`config.mk`:
```
export PLATFORM = sky130hd
export DESIGN_NAME = cpu_memory
export DESIGN_NICKNAME = d
export VERILOG_FILES = /design/src/mem_bus_pkg.sv /design/src/lsu_pkg.sv /design/src/fetch_unit.sv /design/src/lsu.sv /design/src/mem_arbiter.sv /design/src/cpu_memory.sv
export SDC_FILE = /design/constraint.sdc
export NUM_CORES = 1
export LEC_CHECK = 0
export BUFFER_PORTS_ARGS = -buffer_cell sky130_fd_sc_hd__buf_4
export CORE_MARGIN = 2
export CORE_UTILIZATION = 57
export CTS_BUF_LIST = sky130_fd_sc_hd__clkbuf_8 sky130_fd_sc_hd__clkbuf_16
export CTS_CLUSTER_SIZE = 20
export DETAILED_ROUTE_END_ITERATION = 10
export MAX_ROUTING_LAYER = met4
export PLACE_DENSITY = 0.9
export SETUP_SLACK_MARGIN = 0.3
export SYNTH_ARGS = -nofsm -noshare
export SYNTH_HDL_FRONTEND = slang
export SYNTH_HIERARCHICAL = 1
export SYNTH_SLANG_ARGS = --single-unit
export TNS_END_PERCENT = 50
```
`constraint.sdc`:
```
create_clock -name clock -period 5.8 [get_ports clock]
set_clock_uncertainty 0.05 [all_clocks]
set_input_delay 0.29 -clock clock [delete_from_list [all_inputs] [get_ports clock]]
set_output_delay 0.29 -clock clock [all_outputs]
set_load 0.01 [all_outputs]
```
`src/mem_bus_pkg.sv`:
```
package mem_bus_pkg;

  localparam int addr_width = 32;
  localparam int data_width = 32;

  // bytes per bus word, also the fetch step.
  localparam int word_bytes = data_width / 8;

  typedef logic [addr_width-1 : 0] addr_t;
  typedef logic [data_width-1 : 0] data_t;
  typedef logic [word_bytes-1 : 0] strb_t;

  localparam strb_t strb_none = '0; // read.

endpackage

```
`src/lsu_pkg.sv`:
```
package lsu_pkg;

  typedef enum logic [2 : 0] {
    op_lb,
    op_lh,
    op_lw,
    op_lbu,
    op_lhu,
    op_sb,
    op_sh,
    op_sw
  } lsu_op_t;

  function automatic logic op_is_store(lsu_op_t op);
    return op inside {op_sb, op_sh, op_sw};
  endfunction

  // access width in bytes.
  function automatic logic [2 : 0] op_size_bytes(lsu_op_t op);
    case (op)
      op_lb, op_lbu, op_sb: return 3'd1;
      op_lh, op_lhu, op_sh: return 3'd2;
      default:              return 3'd4;
    endcase
  endfunction

  function automatic logic op_is_signed(lsu_op_t op);
    return op inside {op_lb, op_lh};
  endfunction

endpackage

```
`src/fetch_unit.sv`:
```
`timescale 1ns/1ps

module fetch_unit #(
  parameter mem_bus_pkg::addr_t reset_pc = '0
)
(
  input  logic               clock,
  input  logic               rst_n,
  input  logic               fetch_enable,
  input  logic               redirect,
  input  mem_bus_pkg::addr_t redirect_addr,
  output logic               f_req,
  output mem_bus_pkg::addr_t f_addr,
  input  logic               f_gnt_ready,
  input  mem_bus_pkg::data_t mem_rdata,
  output logic               instr_valid,
  output mem_bus_pkg::data_t instr,
  output mem_bus_pkg::addr_t instr_addr
);
  import mem_bus_pkg::*;

  addr_t pc;
  addr_t next_pc;
  logic  drop;
  logic  deliver;

  assign next_pc = redirect ? redirect_addr : pc;

  // a redirect in the ready cycle also kills that word.
  assign deliver = f_req && f_gnt_ready && !drop && !redirect;

  always_ff @(posedge clock or negedge rst_n) begin
    if (!rst_n) begin
      pc          <= reset_pc;
      f_addr      <= reset_pc;
      f_req       <= 1'b0;
      drop        <= 1'b0;
      instr_valid <= 1'b0;
    end else begin
      instr_valid <= deliver; // one cycle after ready.

      if (redirect) begin
        pc <= redirect_addr;
      end else if (deliver) begin
        pc <= f_addr + addr_t'(word_bytes);
      end

      if (f_req) begin
        if (f_gnt_ready) begin
          f_req <= 1'b0;
          drop  <= 1'b0;
        end else if (redirect) begin
          drop <= 1'b1; // let it finish, throw the data away.
        end
      end else if (fetch_enable) begin
        f_req  <= 1'b1;
        f_addr <= next_pc;
      end
    end
  end

  always_ff @(posedge clock) begin
    if (deliver) begin
      instr      <= mem_rdata;
      instr_addr <= f_addr;
    end
  end

endmodule

```
`src/lsu.sv`:
```
`timescale 1ns/1ps

module lsu
(
  input  logic               clock,
  input  logic               rst_n,
  input  logic               lsu_valid,
  input  lsu_pkg::lsu_op_t   lsu_op,
  input  mem_bus_pkg::addr_t lsu_addr,
  input  mem_bus_pkg::data_t lsu_wdata,
  output logic               busy,
  output logic               lsu_done,
  output logic               misaligned,
  output mem_bus_pkg::data_t lsu_rdata,
  output logic               d_req,
  output mem_bus_pkg::addr_t d_addr,
  output mem_bus_pkg::data_t d_wdata,
  output mem_bus_pkg::strb_t d_wstrb,
  input  logic               d_gnt_ready,
  input  mem_bus_pkg::data_t mem_rdata
);
  import mem_bus_pkg::*;
  import lsu_pkg::*;

  logic          start;
  logic [2 : 0]  size;
  logic          bad_align;
  logic [1 : 0]  ld_off;
  logic [2 : 0]  ld_size;
  logic          ld_signed;
  logic          ld_store;
  data_t         lane;
  data_t         ld_value;

  assign start = lsu_valid && !busy;
  assign size  = op_size_bytes(lsu_op);
  assign busy  = d_req; // one access in flight.

  assign bad_align = (size == 3'd2 && lsu_addr[0]) ||
                     (size == 3'd4 && lsu_addr[1 : 0] != 2'b00);

  // addressed lane down to bit 0.
  assign lane = mem_rdata >> {ld_off, 3'b000};

  always_comb begin
    case (ld_size)
      3'd1:    ld_value = ld_signed ? {{24{lane[7]}}, lane[7 : 0]} : {24'b0, lane[7 : 0]};
      3'd2:    ld_value = ld_signed ? {{16{lane[15]}}, lane[15 : 0]} : {16'b0, lane[15 : 0]};
      default: ld_value = lane;
    endcase
  end

  always_ff @(posedge clock or negedge rst_n) begin
    if (!rst_n) begin
      d_req      <= 1'b0;
      lsu_done   <= 1'b0;
      misaligned <= 1'b0;
    end else begin
      lsu_done   <= 1'b0;
      misaligned <= 1'b0;
      if (start && bad_align) begin
        lsu_done   <= 1'b1; // no bus transfer.
        misaligned <= 1'b1;
      end else if (start) begin
        d_req <= 1'b1;
      end else if (d_req && d_gnt_ready) begin
        d_req    <= 1'b0;
        lsu_done <= 1'b1;
      end
    end
  end

  always_ff @(posedge clock) begin
    if (start) begin
      d_addr    <= {lsu_addr[31 : 2], 2'b00};
      ld_off    <= lsu_addr[1 : 0];
      ld_size   <= size;
      ld_signed <= op_is_signed(lsu_op);
      ld_store  <= op_is_store(lsu_op);
      case (size)
        3'd1:    d_wdata <= {4{lsu_wdata[7 : 0]}};
        3'd2:    d_wdata <= {2{lsu_wdata[15 : 0]}};
        default: d_wdata <= lsu_wdata;
      endcase
      if (!op_is_store(lsu_op)) begin
        d_wstrb <= strb_none;
      end else begin
        case (size)
          3'd1:    d_wstrb <= strb_t'(4'b0001) << lsu_addr[1 : 0];
          3'd2:    d_wstrb <= strb_t'(4'b0011) << lsu_addr[1 : 0];
          default: d_wstrb <= '1;
        endcase
      end
    end

    if (start && bad_align) begin
      lsu_rdata <= '0;
    end else if (d_req && d_gnt_ready) begin
      lsu_rdata <= ld_store ? '0 : ld_value;
    end
  end

  // the issuer waits for lsu_done before the next op.
  a_no_valid_busy: assert property (@(posedge clock) disable iff (!rst_n)
    !(lsu_valid && busy))
    else $error("lsu_valid raised while busy");

endmodule

```
`src/mem_arbiter.sv`:
```
`timescale 1ns/1ps

module mem_arbiter #(
  parameter logic data_first = 1'b1
)
(
  input  logic               clock,
  input  logic               rst_n,
  input  logic               f_req,
  input  mem_bus_pkg::addr_t f_addr,
  output logic               f_gnt_ready,
  input  logic               d_req,
  input  mem_bus_pkg::addr_t d_addr,
  input  mem_bus_pkg::data_t d_wdata,
  input  mem_bus_pkg::strb_t d_wstrb,
  output logic               d_gnt_ready,
  output logic               mem_valid,
  output logic               mem_instr,
  output mem_bus_pkg::addr_t mem_addr,
  output mem_bus_pkg::data_t mem_wdata,
  output mem_bus_pkg::strb_t mem_wstrb,
  input  logic               mem_ready
);
  import mem_bus_pkg::*;

  logic locked;
  logic owner_data;
  logic sel_data;

  // locked owner keeps its req high until ready.
  always_comb begin
    if (locked) begin
      sel_data = owner_data;
    end else begin
      sel_data = d_req && (data_first || !f_req);
    end
  end

  assign mem_valid = sel_data ? d_req : f_req;
  assign mem_instr = mem_valid && !sel_data;
  assign mem_addr  = sel_data ? d_addr : f_addr;
  assign mem_wdata = sel_data ? d_wdata : '0;
  assign mem_wstrb = sel_data ? d_wstrb : strb_none; // fetch is a read.

  assign f_gnt_ready = mem_valid && !sel_data && mem_ready;
  assign d_gnt_ready = mem_valid && sel_data && mem_ready;

  always_ff @(posedge clock or negedge rst_n) begin
    if (!rst_n) begin
      locked     <= 1'b0;
      owner_data <= 1'b0;
    end else begin
      locked <= mem_valid && !mem_ready;
      if (mem_valid && !locked) begin
        owner_data <= sel_data;
      end
    end
  end

  // bus rule toward the memory.
  a_hold: assert property (@(posedge clock) disable iff (!rst_n)
    mem_valid && !mem_ready |=> mem_valid && $stable(mem_addr) && $stable(mem_wstrb))
    else $error("bus request changed before ready");

  // a waiting peer keeps its request.
  a_f_wait: assert property (@(posedge clock) disable iff (!rst_n)
    f_req && !f_gnt_ready |=> f_req && $stable(f_addr))
    else $error("fetch request changed before its ready");

  a_d_wait: assert property (@(posedge clock) disable iff (!rst_n)
    d_req && !d_gnt_ready |=>
      d_req && $stable(d_addr) && $stable(d_wdata) && $stable(d_wstrb))
    else $error("data request changed before its ready");

endmodule

```
`src/cpu_memory.sv`:
```
`timescale 1ns/1ps

module cpu_memory #(
  parameter mem_bus_pkg::addr_t reset_pc   = 32'h0000_0000,
  parameter logic               data_first = 1'b1
)
(
  input  logic               clock,
  input  logic               rst_n,
  input  logic               fetch_enable,
  input  logic               redirect,
  input  mem_bus_pkg::addr_t redirect_addr,
  output logic               instr_valid,
  output mem_bus_pkg::data_t instr,
  output mem_bus_pkg::addr_t instr_addr,
  input  logic               lsu_valid,
  input  lsu_pkg::lsu_op_t   lsu_op,
  input  mem_bus_pkg::addr_t lsu_addr,
  input  mem_bus_pkg::data_t lsu_wdata,
  output logic               busy,
  output logic               lsu_done,
  output logic               misaligned,
  output mem_bus_pkg::data_t lsu_rdata,
  output logic               mem_valid,
  output logic               mem_instr,
  output mem_bus_pkg::addr_t mem_addr,
  output mem_bus_pkg::data_t mem_wdata,
  output mem_bus_pkg::strb_t mem_wstrb,
  input  mem_bus_pkg::data_t mem_rdata,
  input  logic               mem_ready
);
  import mem_bus_pkg::*;

  logic  f_req;
  addr_t f_addr;
  logic  f_gnt_ready;
  logic  d_req;
  addr_t d_addr;
  data_t d_wdata;
  strb_t d_wstrb;
  logic  d_gnt_ready;

  fetch_unit #(
    .reset_pc (reset_pc)
  ) fetch_unit_i
  (
    .clock (clock),
    .rst_n (rst_n),
    .fetch_enable (fetch_enable),
    .redirect (redirect),
    .redirect_addr (redirect_addr),
    .f_req (f_req),
    .f_addr (f_addr),
    .f_gnt_ready (f_gnt_ready),
    .mem_rdata (mem_rdata),
    .instr_valid (instr_valid),
    .instr (instr),
    .instr_addr (instr_addr)
  );

  lsu lsu_i
  (
    .clock (clock),
    .rst_n (rst_n),
    .lsu_valid (lsu_valid),
    .lsu_op (lsu_op),
    .lsu_addr (lsu_addr),
    .lsu_wdata (lsu_wdata),
    .busy (busy),
    .lsu_done (lsu_done),
    .misaligned (misaligned),
    .lsu_rdata (lsu_rdata),
    .d_req (d_req),
    .d_addr (d_addr),
    .d_wdata (d_wdata),
    .d_wstrb (d_wstrb),
    .d_gnt_ready (d_gnt_ready),
    .mem_rdata (mem_rdata)
  );

  // read data goes straight to both peers.
  mem_arbiter #(
    .data_first (data_first)
  ) mem_arbiter_i
  (
    .clock (clock),
    .rst_n (rst_n),
    .f_req (f_req),
    .f_addr (f_addr),
    .f_gnt_ready (f_gnt_ready),
    .d_req (d_req),
    .d_addr (d_addr),
    .d_wdata (d_wdata),
    .d_wstrb (d_wstrb),
    .d_gnt_ready (d_gnt_ready),
    .mem_valid (mem_valid),
    .mem_instr (mem_instr),
    .mem_addr (mem_addr),
    .mem_wdata (mem_wdata),
    .mem_wstrb (mem_wstrb),
    .mem_ready (mem_ready)
  );

endmodule

```
# Word-level counts from Yosys, hierarchy flattened
# Index checks and enable logic that the tools add are counted.
# word_totals
regBits,241
output_inout_bits,170
word_cells,96
input_bits,137
# op_classes
shifts,3
bitwise,2
muxes,26
eq_ne,11
reduce_logical,33
addsub,1
# op_table
op,count
$mux 32,8
$pmux 32 s2,2
$add 32x3->32 const B,1
$shr 32x5->32,1
$eq 3x3->1 const B,5
$logic_and 1x1->1,14
$mux 1,13
$reduce_bool 2->1,5
$eq 3x1->1 const B,3
$eq 3x2->1 const B,3
$pmux 4 s2,1
$logic_not 1->1,6
$pmux 3 s2,1
$reduce_and 2->1,3
$reduce_or 3->1,2
$mux 4,1
$shl 1x2->4 const A,1
$shl 2x2->4 const A,1
$logic_not 3->1,1
$reduce_bool 3->1,1
$not 1->1,2
$logic_or 1x1->1,1

# Longest topological paths before layout
# depth
ltp_word,9
depth_mapped,10
depth_no_buf,7

# By module
# The synthesis kept the hierarchy.
# by_module_without_submodules
module,cells_each,area_per_inst_um2,seq_area_each_um2,instances
fetch_unit,418,5452.7,3598.5,1
lsu,350,4640.7,2907.8,1
mem_arbiter,90,898.4,50.0,1

# Worst setup path after synthesis
# OpenSTA, ideal clock, no wires.
# synth_timing
kind,register -> register
startpoint,"register lsu_i.d_req, in the netlist lsu_i/busy"
endpoint,register fetch_unit_i.instr[0] (enable)
arrival_time_ps,3150
setup_time_ps,418
required_time_ps,5332
path_stages_with_launch,9
synth_period_minus_slack_ps,3618
setup_slack_ps,2182
n_path_buf,3
cell_sequence,dfrtp_1 buf_4 mux2i_4 buf_2 and3_1 nand2_1 or3_1 clkbuf_1 inv_1
# synth_between
elab_chain_cells,7
word_cells_on_any_way,8
cone_classes,mux (2); reduce/logical (6)
# synth_lines
item,line_no,text
start: declaration,lsu.sv:15,"output logic d_req,"
start signal: assignment,lsu.sv:55,d_req <= 1'b0;
start signal: assignment,lsu.sv:65,d_req <= 1'b1;
start signal: assignment,lsu.sv:67,d_req <= 1'b0;
$mux 1,mem_arbiter.sv:32,if (locked) begin
$mux 1 / $logic_not 1->1 (equally long branches),"mem_arbiter.sv:39, mem_arbiter.sv:45",
$logic_and 1x1->1 * (2 in series),mem_arbiter.sv:45,assign f_gnt_ready = mem_valid && !sel_data && mem_ready;
named net f_gnt_ready,cpu_memory.sv:36,logic f_gnt_ready;
$logic_and 1x1->1 * (3 in series),fetch_unit.sv:30,assign deliver = f_req && f_gnt_ready && !drop && !redirect;
named net fetch_unit_i.deliver,fetch_unit.sv:25,logic deliver;
end signal: assignment,fetch_unit.sv:64,instr <= mem_rdata;
end: declaration,fetch_unit.sv:17,"output mem_bus_pkg::data_t instr,"
# The timed path passes the listed nets; every way through them passes the cells marked *.
# A chain may end at the register's enable or synchronous reset.

# Worst setup path after layout
# layout_timing
startpoint,register mem_arbiter_i.locked
endpoint,register fetch_unit_i.instr_addr[21] (enable)
# layout_between
elab_chain_cells,7
word_cells_on_any_way,8
cone_classes,mux (2); reduce/logical (6)
# layout_lines
item,line_no,text
start: declaration,mem_arbiter.sv:26,logic locked;
start signal: assignment,mem_arbiter.sv:53,locked <= mem_valid && !mem_ready;
$mux 1 *,mem_arbiter.sv:32,
$mux 1 / $logic_not 1->1 (equally long branches),"mem_arbiter.sv:39, mem_arbiter.sv:45",
$logic_and 1x1->1 * (2 in series),mem_arbiter.sv:45,
named net f_gnt_ready,cpu_memory.sv:36,
$logic_and 1x1->1 * (3 in series),fetch_unit.sv:30,
named net fetch_unit_i.deliver,fetch_unit.sv:25,
end signal: assignment,fetch_unit.sv:65,instr_addr <= f_addr;
end: declaration,fetch_unit.sv:18,output mem_bus_pkg::addr_t instr_addr
# Marked as above.

==> metrics <==
outcome=complete, no violations; Slew @ Worst Pin=1370 ps; Fin Hold WS=12.6 ps; Post-Syn Area=11000 um^2; EDFF count, synth=137; Mean Syn Cell Area=12.8 um^2; row count=50; Final Hold Viols=0; P_sw=2.24 mW; CTS sink cnt=241; Setup crit end kind=flip-flop; routability cong.=0.895; Peak supply drop=0.000305 V; wire length per cell=22.0 um; Core ar.=18800 um^2; H-tree depth=1; Total GRT Usage=0.334; initial antenna violation count=3; setup violators final=0; Primary FF master, synth=edfxtp_1; fillcell total=985; count of input and output buffers=306; library cells used by synthesis=64; Int Pwr=4.41 mW; CP Max Fanout=65; hold crit path type=primary input to flip-flop; Async SR Flop Fraction=0.299; post-route ant nets=0; first-pass GRT wire length=50.9 mm; remaining global-route overflow=0; post-CTS resize count=0; Final Net Count=1385; number of max-cap violations=0; layout cell share with drive strength beyond 1=0.335; minimum clock period=2990 ps; largest net degree at the start of global routing=79; Post-Syn Instances=858; Sw Ratio=0.336; fmax=334 MHz; drt pass-1 iters=6; CTS tree=yes; First DRT Iteration DRCs=965; Post-route DRC=0; Power Density=436 nW/um^2; P&R area growth vs syn=38.8%; postcts setup bufs=0; crit path DAT=3080 ps; die height=143 um; Place WS=2860 ps; register area=6560 um^2; die width=143 um; clk_lat worst skew=520 ps; Logic pwr share=0.356; setup TNS=0 ps; vias per cell=5.97; Longest Clk Path Bufs=3; RSZ-0062 raised after global routing=no; die area=20400 um^2; Initial Util=0.584; I/O pins=307; Clk pwr share=0.252; vias in the first global route=9183; CP Launch Type=flip-flop; Via Count=9133; Lkg Pwr=6.58 nW; area of the multi-input gates=4080 um^2; register area share after synthesis=0.596; TritonCTS Buffers=26; clock slew at reported path FFs=60 ps; Final HPWL DP=19.9 mm; critical path class=flip-flop to flip-flop; sequential share of power=0.393; final WL=33.6 mm; Clk Tree Root Cell=clkbuf_16; fin. max-slew vios=0; Crit path required time=5890 ps; Seq cells post-synth=241; Setup WS post-layout=2810 ps; Worst slew margin=0.0831; Yosys Warn Count=6; fin crit share=0.516
metrics by stage:
step	util	power, mW	std cells	cell area [um^2]
2_1_floorplan	-	3.86	859	11000
3_3_place_gp	0.709	4.76	1377	13300
3_5_place_dp	0.709	4.85	1377	13300
4_1_cts	0.810	6.58	1527	15200
5_1_grt	0.810	6.93	1530	15300
6_report	0.810	6.65	1530	15300
path summary, 6_finish.rpt:
kind,endpoint,start,slack (ps),cells after the start
max in group asynchronous,fetch_unit_i/pc[5],rst_n,4680,2
min in group asynchronous,fetch_unit_i/f_addr[14],rst_n,400,2
worst max register to register,fetch_unit_i/instr_addr[21],mem_arbiter_i/locked,2810,6
worst max-delay path,fetch_unit_i/instr_addr[21],mem_arbiter_i/locked,2810,6
worst min register to register,lsu_i/lsu_rdata[13],lsu_i/lsu_rdata[13],410,1
worst min-delay path,fetch_unit_i/pc[23],redirect_addr[23],10,3
critical path, cell delays in order, from the launching register on:
cell and delay [ps]:
dfrtp_1 460, mux2i_4 260, and3_1 220, nand2_1 100, or3_1 640, inv_2 110
buf_4 720
cells in the final DEF (no fill, tap or decap), drive strengths merged, types with 9 or more instances in the layout:
| cell | synthesis | final |
|---|---|---|
| and3 | 12 | 12 |
| dlygate4sd3 | 0 | 102 |
| a21oi | 25 | 25 |
| mux2i | 63 | 63 |
| clkbuf | 26 | 35 |
| buf | 29 | 313 |
| o2bb2ai | 14 | 14 |
| nor2 | 34 | 34 |
| nand2 | 73 | 73 |
| inv | 10 | 14 |
| nor2b | 47 | 47 |
| dfxtp | 32 | 32 |
| a22o | 9 | 9 |
| nand3 | 15 | 15 |
| a22oi | 21 | 21 |
| xor2 | 22 | 22 |
| edfxtp | 137 | 137 |
| mux2 | 48 | 48 |
| o21ai | 80 | 80 |
| dfrtp | 72 | 72 |
layer usage:
metal	global-route usage	wire (um)	share of wire	vias to the layer above
met5	-	0	0	-
met2	0.547	16800	0.50	590
met3	0.0718	3160	0.094	159
met4	0.158	1800	0.054	0
met1	0.397	11900	0.35	4436
li1	-	-	-	3948
area by class of cell:
class                   instances  share of cell area
diodes                          3            0.000492
clock buffers                  35              0.0522
clock inverters                13             0.00541
inverters                      10             0.00254
multi-input cells             553               0.267
flip-flops and latches        241               0.430
well taps                     260              0.0213
repair buffers                415               0.221
synth_stat cells (3+ instances only):
cell type,n,area [um^2]
edfxtp_1,137,4110
and3_1,10,62.6
nand2_1,73,274
nand4_1,5,31.3
a21o_1,3,22.5
dfrtp_1,72,1800
mux2i_1,62,621
nor2_1,33,124
nand2b_1,7,43.8
a21oi_1,25,125
xor2_1,21,184
a211o_1,7,61.3
a22o_1,9,78.8
nor2b_1,47,294
mux2_4,32,480
nand3_1,13,65.1
buf_6,10,113
buf_2,11,55.1
o21ai_1,9,45.0
clkbuf_1,25,93.8
o2bb2ai_1,14,123
buf_4,6,45.0
a32o_1,8,80.1
mux2_2,14,158
and2_1,4,25.0
o21ai_0,71,355
dfxtp_1,32,641
a22oi_1,21,158
a32oi_1,7,61.3
inv_1,10,37.5
a221o_1,8,80.1
xnor2_1,8,70.1
timing repair:
item / CTS / global route
hold endpoints to repair: 173 / 0
setup endpoints to repair: 0 / 0
hold buffers: 102 / 0
flip-flops by register name, summed over array words and instances, names as in the netlist, 2 cells and up:
name                     count
fetch_unit_i/f_addr         32
fetch_unit_i/instr          32
fetch_unit_i/instr_addr     32
fetch_unit_i/pc             32
lsu_i/d_addr                30
lsu_i/d_wdata               32
lsu_i/d_wstrb                4
lsu_i/ld_off                 2
lsu_i/ld_size                3
lsu_i/lsu_rdata             32
cell families (layout without fill, tap and decap cells):
logic type | count (synthesis) | count (layout) | share of synthesized area
compound gates | 194 | 194 | 0.119
xor+xnor | 30 | 30 | 0.0246
fa+ha+maj | 1 | 1 | 0.00114
buf+inv | 65 | 473 | 0.0332
flops | 241 | 241 | 0.596
mux | 112 | 112 | 0.121
other cells | 1 | 5 | 0.000341
simple gates | 214 | 214 | 0.105
power by group through the flow:
| stage | clock (mW) | combinational, mW | sequential (mW) |
|---|---|---|---|
| 2_1_floorplan | 0 | 1.28 | 2.58 |
| 3_3_place_gp | 0 | 2.17 | 2.59 |
| 3_5_place_dp | 0 | 2.23 | 2.62 |
| 4_1_cts | 1.68 | 2.30 | 2.59 |
| 5_1_grt | 1.76 | 2.52 | 2.65 |
| 6_report | 1.67 | 2.37 | 2.61 |
Note: power is estimated with default switching activity, not from simulation.
